**src/mips_pkg.sv**
```systemverilog
// shared types, opcode and funct encodings and decoded controls; import into every core block
package mips_pkg;

    // basic data types
    typedef logic [31:0] word_t;
    typedef logic [4:0]  reg_num_t;

    // big-endian lanes, lane 0 holds bits 31:24
    typedef logic [0:3][7:0] byte_lanes_t;

    // register file depth, fixed by the ISA
    localparam int num_regs = 32;

    // link register for jal
    localparam reg_num_t ra_num = 5'd31;

    // pc after reset
    localparam word_t reset_pc = 32'h0000_0000;

    // primary opcodes
    localparam logic [5:0] op_rtype = 6'h00;
    localparam logic [5:0] op_j     = 6'h02;
    localparam logic [5:0] op_jal   = 6'h03;
    localparam logic [5:0] op_beq   = 6'h04;
    localparam logic [5:0] op_bne   = 6'h05;
    localparam logic [5:0] op_addi  = 6'h08;
    localparam logic [5:0] op_slti  = 6'h0a;
    localparam logic [5:0] op_andi  = 6'h0c;
    localparam logic [5:0] op_ori   = 6'h0d;
    localparam logic [5:0] op_xori  = 6'h0e;
    localparam logic [5:0] op_lui   = 6'h0f;
    localparam logic [5:0] op_lw    = 6'h23;
    localparam logic [5:0] op_sw    = 6'h2b;

    // r-type funct codes
    localparam logic [5:0] fn_sll     = 6'h00;
    localparam logic [5:0] fn_srl     = 6'h02;
    localparam logic [5:0] fn_jr      = 6'h08;
    localparam logic [5:0] fn_syscall = 6'h0c;
    localparam logic [5:0] fn_add     = 6'h20;
    localparam logic [5:0] fn_sub     = 6'h22;
    localparam logic [5:0] fn_and     = 6'h24;
    localparam logic [5:0] fn_or      = 6'h25;
    localparam logic [5:0] fn_xor     = 6'h26;
    localparam logic [5:0] fn_nor     = 6'h27;
    localparam logic [5:0] fn_slt     = 6'h2a;

    // alu operations, add is the all-zero default
    typedef enum logic [3:0] {
        alu_add = 4'd0,
        alu_sub = 4'd1,
        alu_and = 4'd2,
        alu_or  = 4'd3,
        alu_xor = 4'd4,
        alu_nor = 4'd5,
        alu_slt = 4'd6,
        alu_sll = 4'd7,
        alu_srl = 4'd8,
        alu_lui = 4'd9
    } alu_op_t;

    // decoded controls, all zero means no-op
    typedef struct packed {
        logic    reg_dst;
        logic    link;
        logic    alu_src;
        logic    zero_ext;
        alu_op_t alu_op;
        logic    mem_to_reg;
        logic    reg_write;
        logic    mem_write;
        logic    branch;
        logic    branch_ne;
        logic    jump;
        logic    jump_reg;
        logic    shift_imm;
        logic    syscall;
    } ctrl_t;

endpackage
```
**src/mips_core.sv**
```systemverilog
// single-cycle mips core top; connect instruction and data memory to its ports
`timescale 1ns/1ps

module mips_core import mips_pkg::*; (
    input  logic        clk,
    input  logic        rst_b,
    input  word_t       inst,
    output word_t       inst_addr,
    output word_t       mem_addr,
    input  byte_lanes_t mem_data_out,
    output byte_lanes_t mem_data_in,
    output logic        mem_write_en,
    output logic        halted
);

    // instruction fields
    logic [5:0]  opcode;
    logic [5:0]  funct;
    reg_num_t    rs_num;
    reg_num_t    rt_num;
    reg_num_t    rd_field;
    logic [4:0]  shamt_field;
    logic [15:0] imm;
    logic [25:0] jump_index;

    // decoded controls
    ctrl_t ctrl;

    // pc and next-pc path
    word_t pc;
    word_t pc_plus4;
    word_t branch_target;
    word_t jump_target;
    word_t next_pc;
    logic  branch_taken;

    // datapath
    word_t    imm_ext;
    word_t    rs_data;
    word_t    rt_data;
    word_t    alu_in2;
    logic [4:0] alu_shamt;
    word_t    alu_result;
    logic     alu_zero;
    word_t    load_word;
    reg_num_t wr_num;
    word_t    wr_data;
    logic     wr_en;

    assign opcode      = inst[31:26];
    assign rs_num      = inst[25:21];
    assign rt_num      = inst[20:16];
    assign rd_field    = inst[15:11];
    assign shamt_field = inst[10:6];
    assign funct       = inst[5:0];
    assign imm         = inst[15:0];
    assign jump_index  = inst[25:0];

    mips_control u_control (
        .opcode (opcode),
        .funct  (funct),
        .ctrl   (ctrl)
    );

    // immediate extension, logical ops and lui take zero fill
    assign imm_ext = ctrl.zero_ext ? {16'h0000, imm} : {{16{imm[15]}}, imm};

    assign pc_plus4      = pc + 32'd4;
    // word offset relative to the following instruction
    assign branch_target = pc_plus4 + {imm_ext[29:0], 2'b00};
    // region bits from pc+4, then the index, then word alignment
    assign jump_target   = {pc_plus4[31:28], jump_index, 2'b00};

    // beq wants zero, bne wants nonzero
    assign branch_taken = ctrl.branch && (alu_zero != ctrl.branch_ne);

    // jr wins, then jump, then branch
    always_comb begin
        if (ctrl.jump_reg) begin
            next_pc = rs_data;
        end else if (ctrl.jump) begin
            next_pc = jump_target;
        end else if (branch_taken) begin
            next_pc = branch_target;
        end else begin
            next_pc = pc_plus4;
        end
    end

    // pc and halt flag
    always_ff @(posedge clk or negedge rst_b) begin
        if (!rst_b) begin
            pc     <= reset_pc;
            halted <= 1'b0;
        end else if (!halted) begin
            // syscall falls through to pc+4 and freezes there
            pc     <= next_pc;
            halted <= ctrl.syscall;
        end
    end

    assign inst_addr = pc;

    // second operand and shift amount
    assign alu_in2   = ctrl.alu_src ? imm_ext : rt_data;
    assign alu_shamt = ctrl.shift_imm ? shamt_field : 5'd0;

    mips_alu u_alu (
        .in1        (rs_data),
        .in2        (alu_in2),
        .shamt      (alu_shamt),
        .alu_op     (ctrl.alu_op),
        .alu_result (alu_result),
        .zero       (alu_zero)
    );

    // write target, jal links into r31
    always_comb begin
        if (ctrl.link) begin
            wr_num = ra_num;
        end else if (ctrl.reg_dst) begin
            wr_num = rd_field;
        end else begin
            wr_num = rt_num;
        end
    end

    // lanes are big-endian so the word maps straight across
    assign load_word = word_t'(mem_data_out);

    always_comb begin
        if (ctrl.link) begin
            wr_data = pc_plus4;
        end else if (ctrl.mem_to_reg) begin
            wr_data = load_word;
        end else begin
            wr_data = alu_result;
        end
    end

    // no writes once halted or in reset
    assign wr_en = ctrl.reg_write && !halted && rst_b;

    mips_regfile u_regfile (
        .clk     (clk),
        .rst_b   (rst_b),
        .rs_num  (rs_num),
        .rt_num  (rt_num),
        .rd_num  (wr_num),
        .rd_data (wr_data),
        .rd_we   (wr_en),
        .rs_data (rs_data),
        .rt_data (rt_data)
    );

    // data memory side
    assign mem_addr     = alu_result;
    assign mem_data_in  = byte_lanes_t'(rt_data);
    assign mem_write_en = ctrl.mem_write && !halted && rst_b;

    // a bad jr target would show up here first
    a_pc_aligned: assert property (
        @(posedge clk) disable iff (!rst_b)
        inst_addr[1:0] == 2'b00
    ) else $error("inst_addr not word aligned, %h", inst_addr);

    // store traffic must stop for good after syscall
    a_no_store_halted: assert property (
        @(posedge clk) disable iff (!rst_b)
        halted |-> !mem_write_en
    ) else $error("store while halted, addr %h", mem_addr);

endmodule

```
**src/mips_regfile.sv**
```systemverilog
// 32-entry register file, two combinational read ports and one clocked write port; r0 reads zero
`timescale 1ns/1ps

module mips_regfile import mips_pkg::*; (
    input  logic     clk,
    input  logic     rst_b,
    input  reg_num_t rs_num,
    input  reg_num_t rt_num,
    input  reg_num_t rd_num,
    input  word_t    rd_data,
    input  logic     rd_we,
    output word_t    rs_data,
    output word_t    rt_data
);

    word_t regs [num_regs];

    // whole file clears on reset
    always_ff @(posedge clk or negedge rst_b) begin
        if (!rst_b) begin
            for (int i = 0; i < num_regs; i++) begin
                regs[i] <= '0;
            end
        end else if (rd_we && (rd_num != '0)) begin
            // r0 writes dropped here
            regs[rd_num] <= rd_data;
        end
    end

    // asynchronous reads, new value seen after the edge
    assign rs_data = regs[rs_num];
    assign rt_data = regs[rt_num];

    // r0 stays hardwired even when the core targets it
    a_r0_zero: assert property (
        @(posedge clk) disable iff (!rst_b)
        (rd_we && (rd_num == '0)) |=> (regs[0] == '0)
    ) else $error("r0 changed after write, now %h", regs[0]);

endmodule

```
**src/mips_control.sv**
```systemverilog
// main decoder with folded alu control; maps opcode and funct onto the ctrl_t struct for the core
`timescale 1ns/1ps

module mips_control import mips_pkg::*; (
    input  logic [5:0] opcode,
    input  logic [5:0] funct,
    output ctrl_t      ctrl
);

    always_comb begin
        // start from an inactive struct so unknown codes fall through as no-ops
        ctrl = '0;
        case (opcode)
            op_rtype: begin
                // register-register ops write rd
                case (funct)
                    fn_add: begin
                        ctrl.reg_dst   = 1'b1;
                        ctrl.reg_write = 1'b1;
                        ctrl.alu_op    = alu_add;
                    end
                    fn_sub: begin
                        ctrl.reg_dst   = 1'b1;
                        ctrl.reg_write = 1'b1;
                        ctrl.alu_op    = alu_sub;
                    end
                    fn_and: begin
                        ctrl.reg_dst   = 1'b1;
                        ctrl.reg_write = 1'b1;
                        ctrl.alu_op    = alu_and;
                    end
                    fn_or: begin
                        ctrl.reg_dst   = 1'b1;
                        ctrl.reg_write = 1'b1;
                        ctrl.alu_op    = alu_or;
                    end
                    fn_xor: begin
                        ctrl.reg_dst   = 1'b1;
                        ctrl.reg_write = 1'b1;
                        ctrl.alu_op    = alu_xor;
                    end
                    fn_nor: begin
                        ctrl.reg_dst   = 1'b1;
                        ctrl.reg_write = 1'b1;
                        ctrl.alu_op    = alu_nor;
                    end
                    fn_slt: begin
                        ctrl.reg_dst   = 1'b1;
                        ctrl.reg_write = 1'b1;
                        ctrl.alu_op    = alu_slt;
                    end
                    // shifts take the amount from the shamt field
                    fn_sll: begin
                        ctrl.reg_dst   = 1'b1;
                        ctrl.reg_write = 1'b1;
                        ctrl.shift_imm = 1'b1;
                        ctrl.alu_op    = alu_sll;
                    end
                    fn_srl: begin
                        ctrl.reg_dst   = 1'b1;
                        ctrl.reg_write = 1'b1;
                        ctrl.shift_imm = 1'b1;
                        ctrl.alu_op    = alu_srl;
                    end
                    fn_jr:      ctrl.jump_reg = 1'b1;
                    fn_syscall: ctrl.syscall  = 1'b1;
                    default:    ctrl = '0;
                endcase
            end
            // immediate arithmetic, sign extended
            op_addi: begin
                ctrl.alu_src   = 1'b1;
                ctrl.reg_write = 1'b1;
                ctrl.alu_op    = alu_add;
            end
            op_slti: begin
                ctrl.alu_src   = 1'b1;
                ctrl.reg_write = 1'b1;
                ctrl.alu_op    = alu_slt;
            end
            // logical immediates zero extend
            op_andi: begin
                ctrl.alu_src   = 1'b1;
                ctrl.zero_ext  = 1'b1;
                ctrl.reg_write = 1'b1;
                ctrl.alu_op    = alu_and;
            end
            op_ori: begin
                ctrl.alu_src   = 1'b1;
                ctrl.zero_ext  = 1'b1;
                ctrl.reg_write = 1'b1;
                ctrl.alu_op    = alu_or;
            end
            op_xori: begin
                ctrl.alu_src   = 1'b1;
                ctrl.zero_ext  = 1'b1;
                ctrl.reg_write = 1'b1;
                ctrl.alu_op    = alu_xor;
            end
            op_lui: begin
                ctrl.alu_src   = 1'b1;
                ctrl.zero_ext  = 1'b1;
                ctrl.reg_write = 1'b1;
                ctrl.alu_op    = alu_lui;
            end
            // memory, address is base plus offset
            op_lw: begin
                ctrl.alu_src    = 1'b1;
                ctrl.mem_to_reg = 1'b1;
                ctrl.reg_write  = 1'b1;
                ctrl.alu_op     = alu_add;
            end
            op_sw: begin
                ctrl.alu_src   = 1'b1;
                ctrl.mem_write = 1'b1;
                ctrl.alu_op    = alu_add;
            end
            // branches compare by subtraction
            op_beq: begin
                ctrl.branch = 1'b1;
                ctrl.alu_op = alu_sub;
            end
            op_bne: begin
                ctrl.branch    = 1'b1;
                ctrl.branch_ne = 1'b1;
                ctrl.alu_op    = alu_sub;
            end
            op_j:   ctrl.jump = 1'b1;
            op_jal: begin
                ctrl.jump      = 1'b1;
                ctrl.link      = 1'b1;
                ctrl.reg_write = 1'b1;
            end
            default: ctrl = '0;
        endcase
    end

    // next-pc mux in the core assumes at most one of these per instruction
    a_jump_xor_branch: assert final (!(ctrl.jump && ctrl.branch))
        else $error("decoder drives jump and branch together, opcode %h", opcode);

endmodule

```
**src/mips_alu.sv**
```systemverilog
// combinational alu for the single-cycle core; operands come from the core's muxes
`timescale 1ns/1ps

module mips_alu import mips_pkg::*; (
    input  word_t       in1,
    input  word_t       in2,
    input  logic [4:0]  shamt,
    input  alu_op_t     alu_op,
    output word_t       alu_result,
    output logic        zero
);

    // signed views for slt
    logic signed [31:0] in1_s;
    logic signed [31:0] in2_s;

    assign in1_s = in1;
    assign in2_s = in2;

    always_comb begin
        case (alu_op)
            // wrap-around, no overflow trap
            alu_add: alu_result = in1 + in2;
            alu_sub: alu_result = in1 - in2;
            alu_and: alu_result = in1 & in2;
            alu_or:  alu_result = in1 | in2;
            alu_xor: alu_result = in1 ^ in2;
            alu_nor: alu_result = ~(in1 | in2);
            // result is 1 or 0
            alu_slt: alu_result = {31'b0, (in1_s < in2_s)};
            // shifts act on the second operand
            alu_sll: alu_result = in2 << shamt;
            alu_srl: alu_result = in2 >> shamt;
            // immediate into the upper half
            alu_lui: alu_result = {in2[15:0], 16'h0000};
            default: alu_result = '0;
        endcase
    end

    // used by beq and bne
    assign zero = (alu_result == '0);

endmodule

```
**config.mk**
```make
export PLATFORM = sky130hd
export DESIGN_NAME = mips_core
export DESIGN_NICKNAME = d
export VERILOG_FILES = /design/src/mips_pkg.sv /design/src/mips_core.sv /design/src/mips_regfile.sv /design/src/mips_control.sv /design/src/mips_alu.sv
export SDC_FILE = /design/constraint.sdc
export NUM_CORES = 2
export LEC_CHECK = 0
export BUFFER_PORTS_ARGS = -buffer_cell sky130_fd_sc_hd__buf_2
export CORE_ASPECT_RATIO = 1.4
export CORE_MARGIN = 2
export CORE_UTILIZATION = 39
export CTS_CLUSTER_SIZE = 24
export DETAILED_ROUTE_END_ITERATION = 10
export SKIP_LAST_GASP = 1
export SYNTH_ARGS = -nofsm -noshare
export SYNTH_HDL_FRONTEND = slang
export SYNTH_HIERARCHICAL = 1
export SYNTH_SLANG_ARGS = --single-unit
```
**constraint.sdc**
```tcl
create_clock -name clk -period 6 [get_ports clk]
set_input_delay 0.6 -clock clk [delete_from_list [all_inputs] [get_ports clk]]
set_output_delay 0.6 -clock clk [all_outputs]
set_load 0.005 [all_outputs]
```
==> summary.json <==
{
  "synthArstFlopShare_pct": 100,
  "largest_family_of_logic_cells_by_synthesized_area": "multiplexers",
  "synth_area_um2": 72100,
  "htreeDepth": 3,
  "detail_route.wl_per_cell_um": 30.4,
  "whs_ns": 0.324,
  "track_usage_pct": 34.3,
  "unrepaired_setup_endpoints_after_global_routing": "true",
  "worst-setup-path-type": "register to register",
  "first_pass_iters": 6,
  "die-area_um2": 188000,
  "final-instance-count-excl-fill": 11000,
  "arrival_ns": 7.40,
  "die-height_um": 513,
  "antenna_violating_nets_post_route": 0,
  "post_synth_and_or_nand_nor_area_fraction_pct": 8.59,
  "ctsLongestPathBuffers": 3,
  "synthDistinctLibCells": 116,
  "area_after_dpl_um2": 89000,
  "clock_sinks": 1057,
  "static_leakage_nw": 47.1,
  "worst_setup_path_start_kind": "register",
  "grt_pass1_vias": 68500,
  "cts-buffers-inserted": 104,
  "postRouteWirelength_um": 336000,
  "worst_path_dominant_cell_family": "simple AND/OR/NAND/NOR gates",
  "synth-xor-area-share_pct": 0.947,
  "hold_path_class": "primary input to register",
  "rows": 186,
  "failing_checks": "negative setup slack",
  "via_count": 67600,
  "core_area_um2": 184000,
  "yosysWarnings": 6,
  "fin_nets": 8704,
  "maxCapViolations": 0,
  "grt_max_degree": 176,
  "io_buffers": 163,
  "tritoncts": "built",
  "syn-instance-count": 6881,
  "count_of_flip_flops_with_a_built_in_enable_after_synthesis": 0,
  "synth.area.mux_share_pct": 33.5,
  "synthAdderAreaFrac_pct": 2.27,
  "worst_setup_end_kind": "register",
  "grt_remaining_overflow": 0,
  "insertion_delay_ns": 0.78,
  "post-route-cell-area_um2": 95800,
  "synth.net_count": 7076,
  "cp.required_ns": 6.65,
  "drc_errors": 0,
  "timing.final.hold_violations": 0,
  "fmax_ghz": 0.148,
  "hpwlAfterDp_um": 235000,
  "chipWidth_um": 367,
  "post-route-min-period_ns": 6.75,
  "place_worst_setup_slack_ns": -2.40,
  "outcome": "complete, but fails checks",
  "worst_setup_hold_path_clk_slew_ns": 0.07,
  "synth_area_per_cell_um2": 10.5,
  "starting_density_of_the_core_pct": 39.3,
  "post_route_cells_drive_above_1_share_pct": 44.0,
  "grt_pass1_wl_um": 474000,
  "globalplace.congestion": 1.12,
  "final_max_slew_viols": 0,
  "clock_skew_ns": 0.0505,
  "slew_headroom_pct": 6.58,
  "synth-seq-cells": 1057,
  "pin_count": 164,
  "crit_slowest_cell": "or4_4",
  "cellPowerDensity_nw_per_um2": 263,
  "timing.critical_path.fanout_max": 4,
  "critical_path.n_buffers_inverters": 5,
  "count_of_filler_cells_inserted_in_the_layout": 16300,
  "first_iter_violations": 6362,
  "critical-path-max-stage-delay_ns": 0.57,
  "place.detailed.instances": 10700,
  "area_growth_syn_to_layout_pct": 32.9,
  "path_common_cell": "buf_4",
  "detail_route.vias_per_cell": 6.12,
  "final_min_period_over_clock_period_pct": 113,
  "timing.final.setup_violations": 35,
  "postSynth.topFlopCell": "dfrtp_1",
  "actual_slew_at_the_worst_max_slew_pin_ns": 1.39,
  "synth_seq_area_share_pct": 36.7,
  "vdd_ir_drop_max_mv": 0.237,
  "synth-compound-area-share_pct": 12.6,
  "antenna_violations_before_repair": 14,
  "final.setup.worst_slack_ns": -0.754,
  "cell_chosen_for_the_clock_root": "clkbuf_16"
}
state kept, by name (all words and copies together) (netlist names):
| register | cells |
|---|---|
| halted | 1 |
| inst_addr | 32 |
| u_regfile/regs | 1024 |
synth_stat cells, drive strengths merged (22+ instances only):
cell type	count	area [um2]
mux2i	1133	11400
dfrtp	1057	26500
mux2	1033	11600
nand2	420	1580
a21oi	362	1820
clkbuf	346	1300
buf	307	2020
nand3	253	1280
nor2	215	927
a22oi	212	1590
o21ai	188	945
inv	143	537
a22o	140	1230
nor3	128	671
ha	126	1580
a31oi	82	519
mux4	51	1150
xnor2	46	410
a211oi	45	348
o211ai	45	343
nand4	32	215
o22ai	30	188
a21o	26	196
nand2b	26	170
nor4	26	190
xor2	26	228
and2	23	146
nor2b	23	144
and3	22	139
per-layer routing:
metal / GRT usage (%) / wire (um) / up-vias
met5: 0 / 25 / -
met2: 56.8 / 158000 / 3421
li1: - / - / 28800
met1: 39.2 / 123000 / 34200
met4: 26.9 / 31400 / 4
met3: 5.77 / 23800 / 1184
area by class of cell:
| cell class | instances | area (um2) | area share, % |
|---|---|---|---|
| clock inverter | 45 | 576 | 0.601 |
| tap | 2444 | 3060 | 3.19 |
| clock buffer | 148 | 3030 | 3.16 |
| sequential | 1057 | 26500 | 27.6 |
| multi-input combinational | 5024 | 43600 | 45.5 |
| timing repair buffer | 2173 | 18500 | 19.4 |
| antenna | 7 | 17.5 | 0.0183 |
| inverter | 149 | 568 | 0.593 |
power by group:
group | switching, mW | internal (mW) | leakage [nW] | total (mW)
Clock | 3.09 | 3.96 | 1.77 | 7.05
Sequential | 0.515 | 7.70 | 14.6 | 8.21
Combinational | 5.57 | 4.35 | 30.8 | 9.92
Total | 9.18 | 16.0 | 47.1 | 25.2
placed cells by master (no fill, tap or decap), types with 19 or more instances in the layout:
master     count
buf_6         50
inv_1        123
clkbuf_16    112
a22o_1       139
nand3_2       26
nor3_1       107
a211oi_1      41
dfrtp_1     1056
ha_1         106
nand2_1      398
o21ai_1       40
a31oi_1       71
clkbuf_1      19
o22ai_1       29
mux2_1        39
mux2i_2       19
a22oi_1      211
o211ai_1      44
clkbuf_8      24
buf_2        154
nor2_4        24
nand2b_1      19
and3_1        20
a21oi_1      342
nand4_1       31
nor2_1       183
mux4_2        51
a21oi_2       19
buf_12       146
xnor2_1       42
clkinv_2      21
mux2i_1     1107
o21ai_0      107
o21ai_2       38
mux2_2       978
nand3_1      226
buf_4       1788
a21o_1        23
nand2_2       22
xor2_1        25
stage by stage:
step / setup TNS [ns] / total power [mW] / utilization (%)
after floorplan: -0.0730 / 12.5 / -
after global placement: -413.56 / 17.2 / 48.5
after detailed placement: -471.46 / 17.4 / 48.5
after CTS: -18.76 / 24.7 / 51.2
after global routing: -27.26 / 26.0 / 52.2
final: -19.69 / 25.2 / 52.2
worst min-delay path, cell delays in order:
cell      delay, ns
buf_6          0.14
o21ai_1        0.16
o221ai_1       0.14
path summary, 6_finish.rpt:
check	startpoint	endpoint	slack, ns	cells past startpoint
worst max-delay path	u_regfile/regs[801]	inst_addr[30]	-0.75	31
worst min-delay path	inst[18]	inst_addr[20]	0.32	3
worst max register to register	u_regfile/regs[801]	inst_addr[30]	-0.75	31
worst min register to register	u_regfile/regs[1005]	u_regfile/regs[1005]	0.40	0
max in group asynchronous	rst_b	u_regfile/regs[215]	2.75	5
min in group asynchronous	rst_b	u_regfile/regs[101]	0.37	2
logic make-up (layout without fill, tap and decap cells):
logic type,after synthesis,after routing
fa+ha+maj,129,129
flops,1057,1057
xor+xnor,74,74
simple gates,1256,1257
mux,2217,2218
compound gates,1346,1346
other cells,0,7
buf+inv,802,2515
timing repair:
| action | 4_1_cts | 5_1_grt |
|---|---|---|
| gates cloned | 11 | 8 |
| gates resized for setup | 187 | 228 |
| hold endpoints to repair | 48 | 0 |
| buffers inserted | 38 | 71 |
| pin swaps | 48 | 99 |
| hold buffers | 1 | 0 |
| setup endpoints to repair | 174 | 96 |
Power figures use the tool's default switching activity.
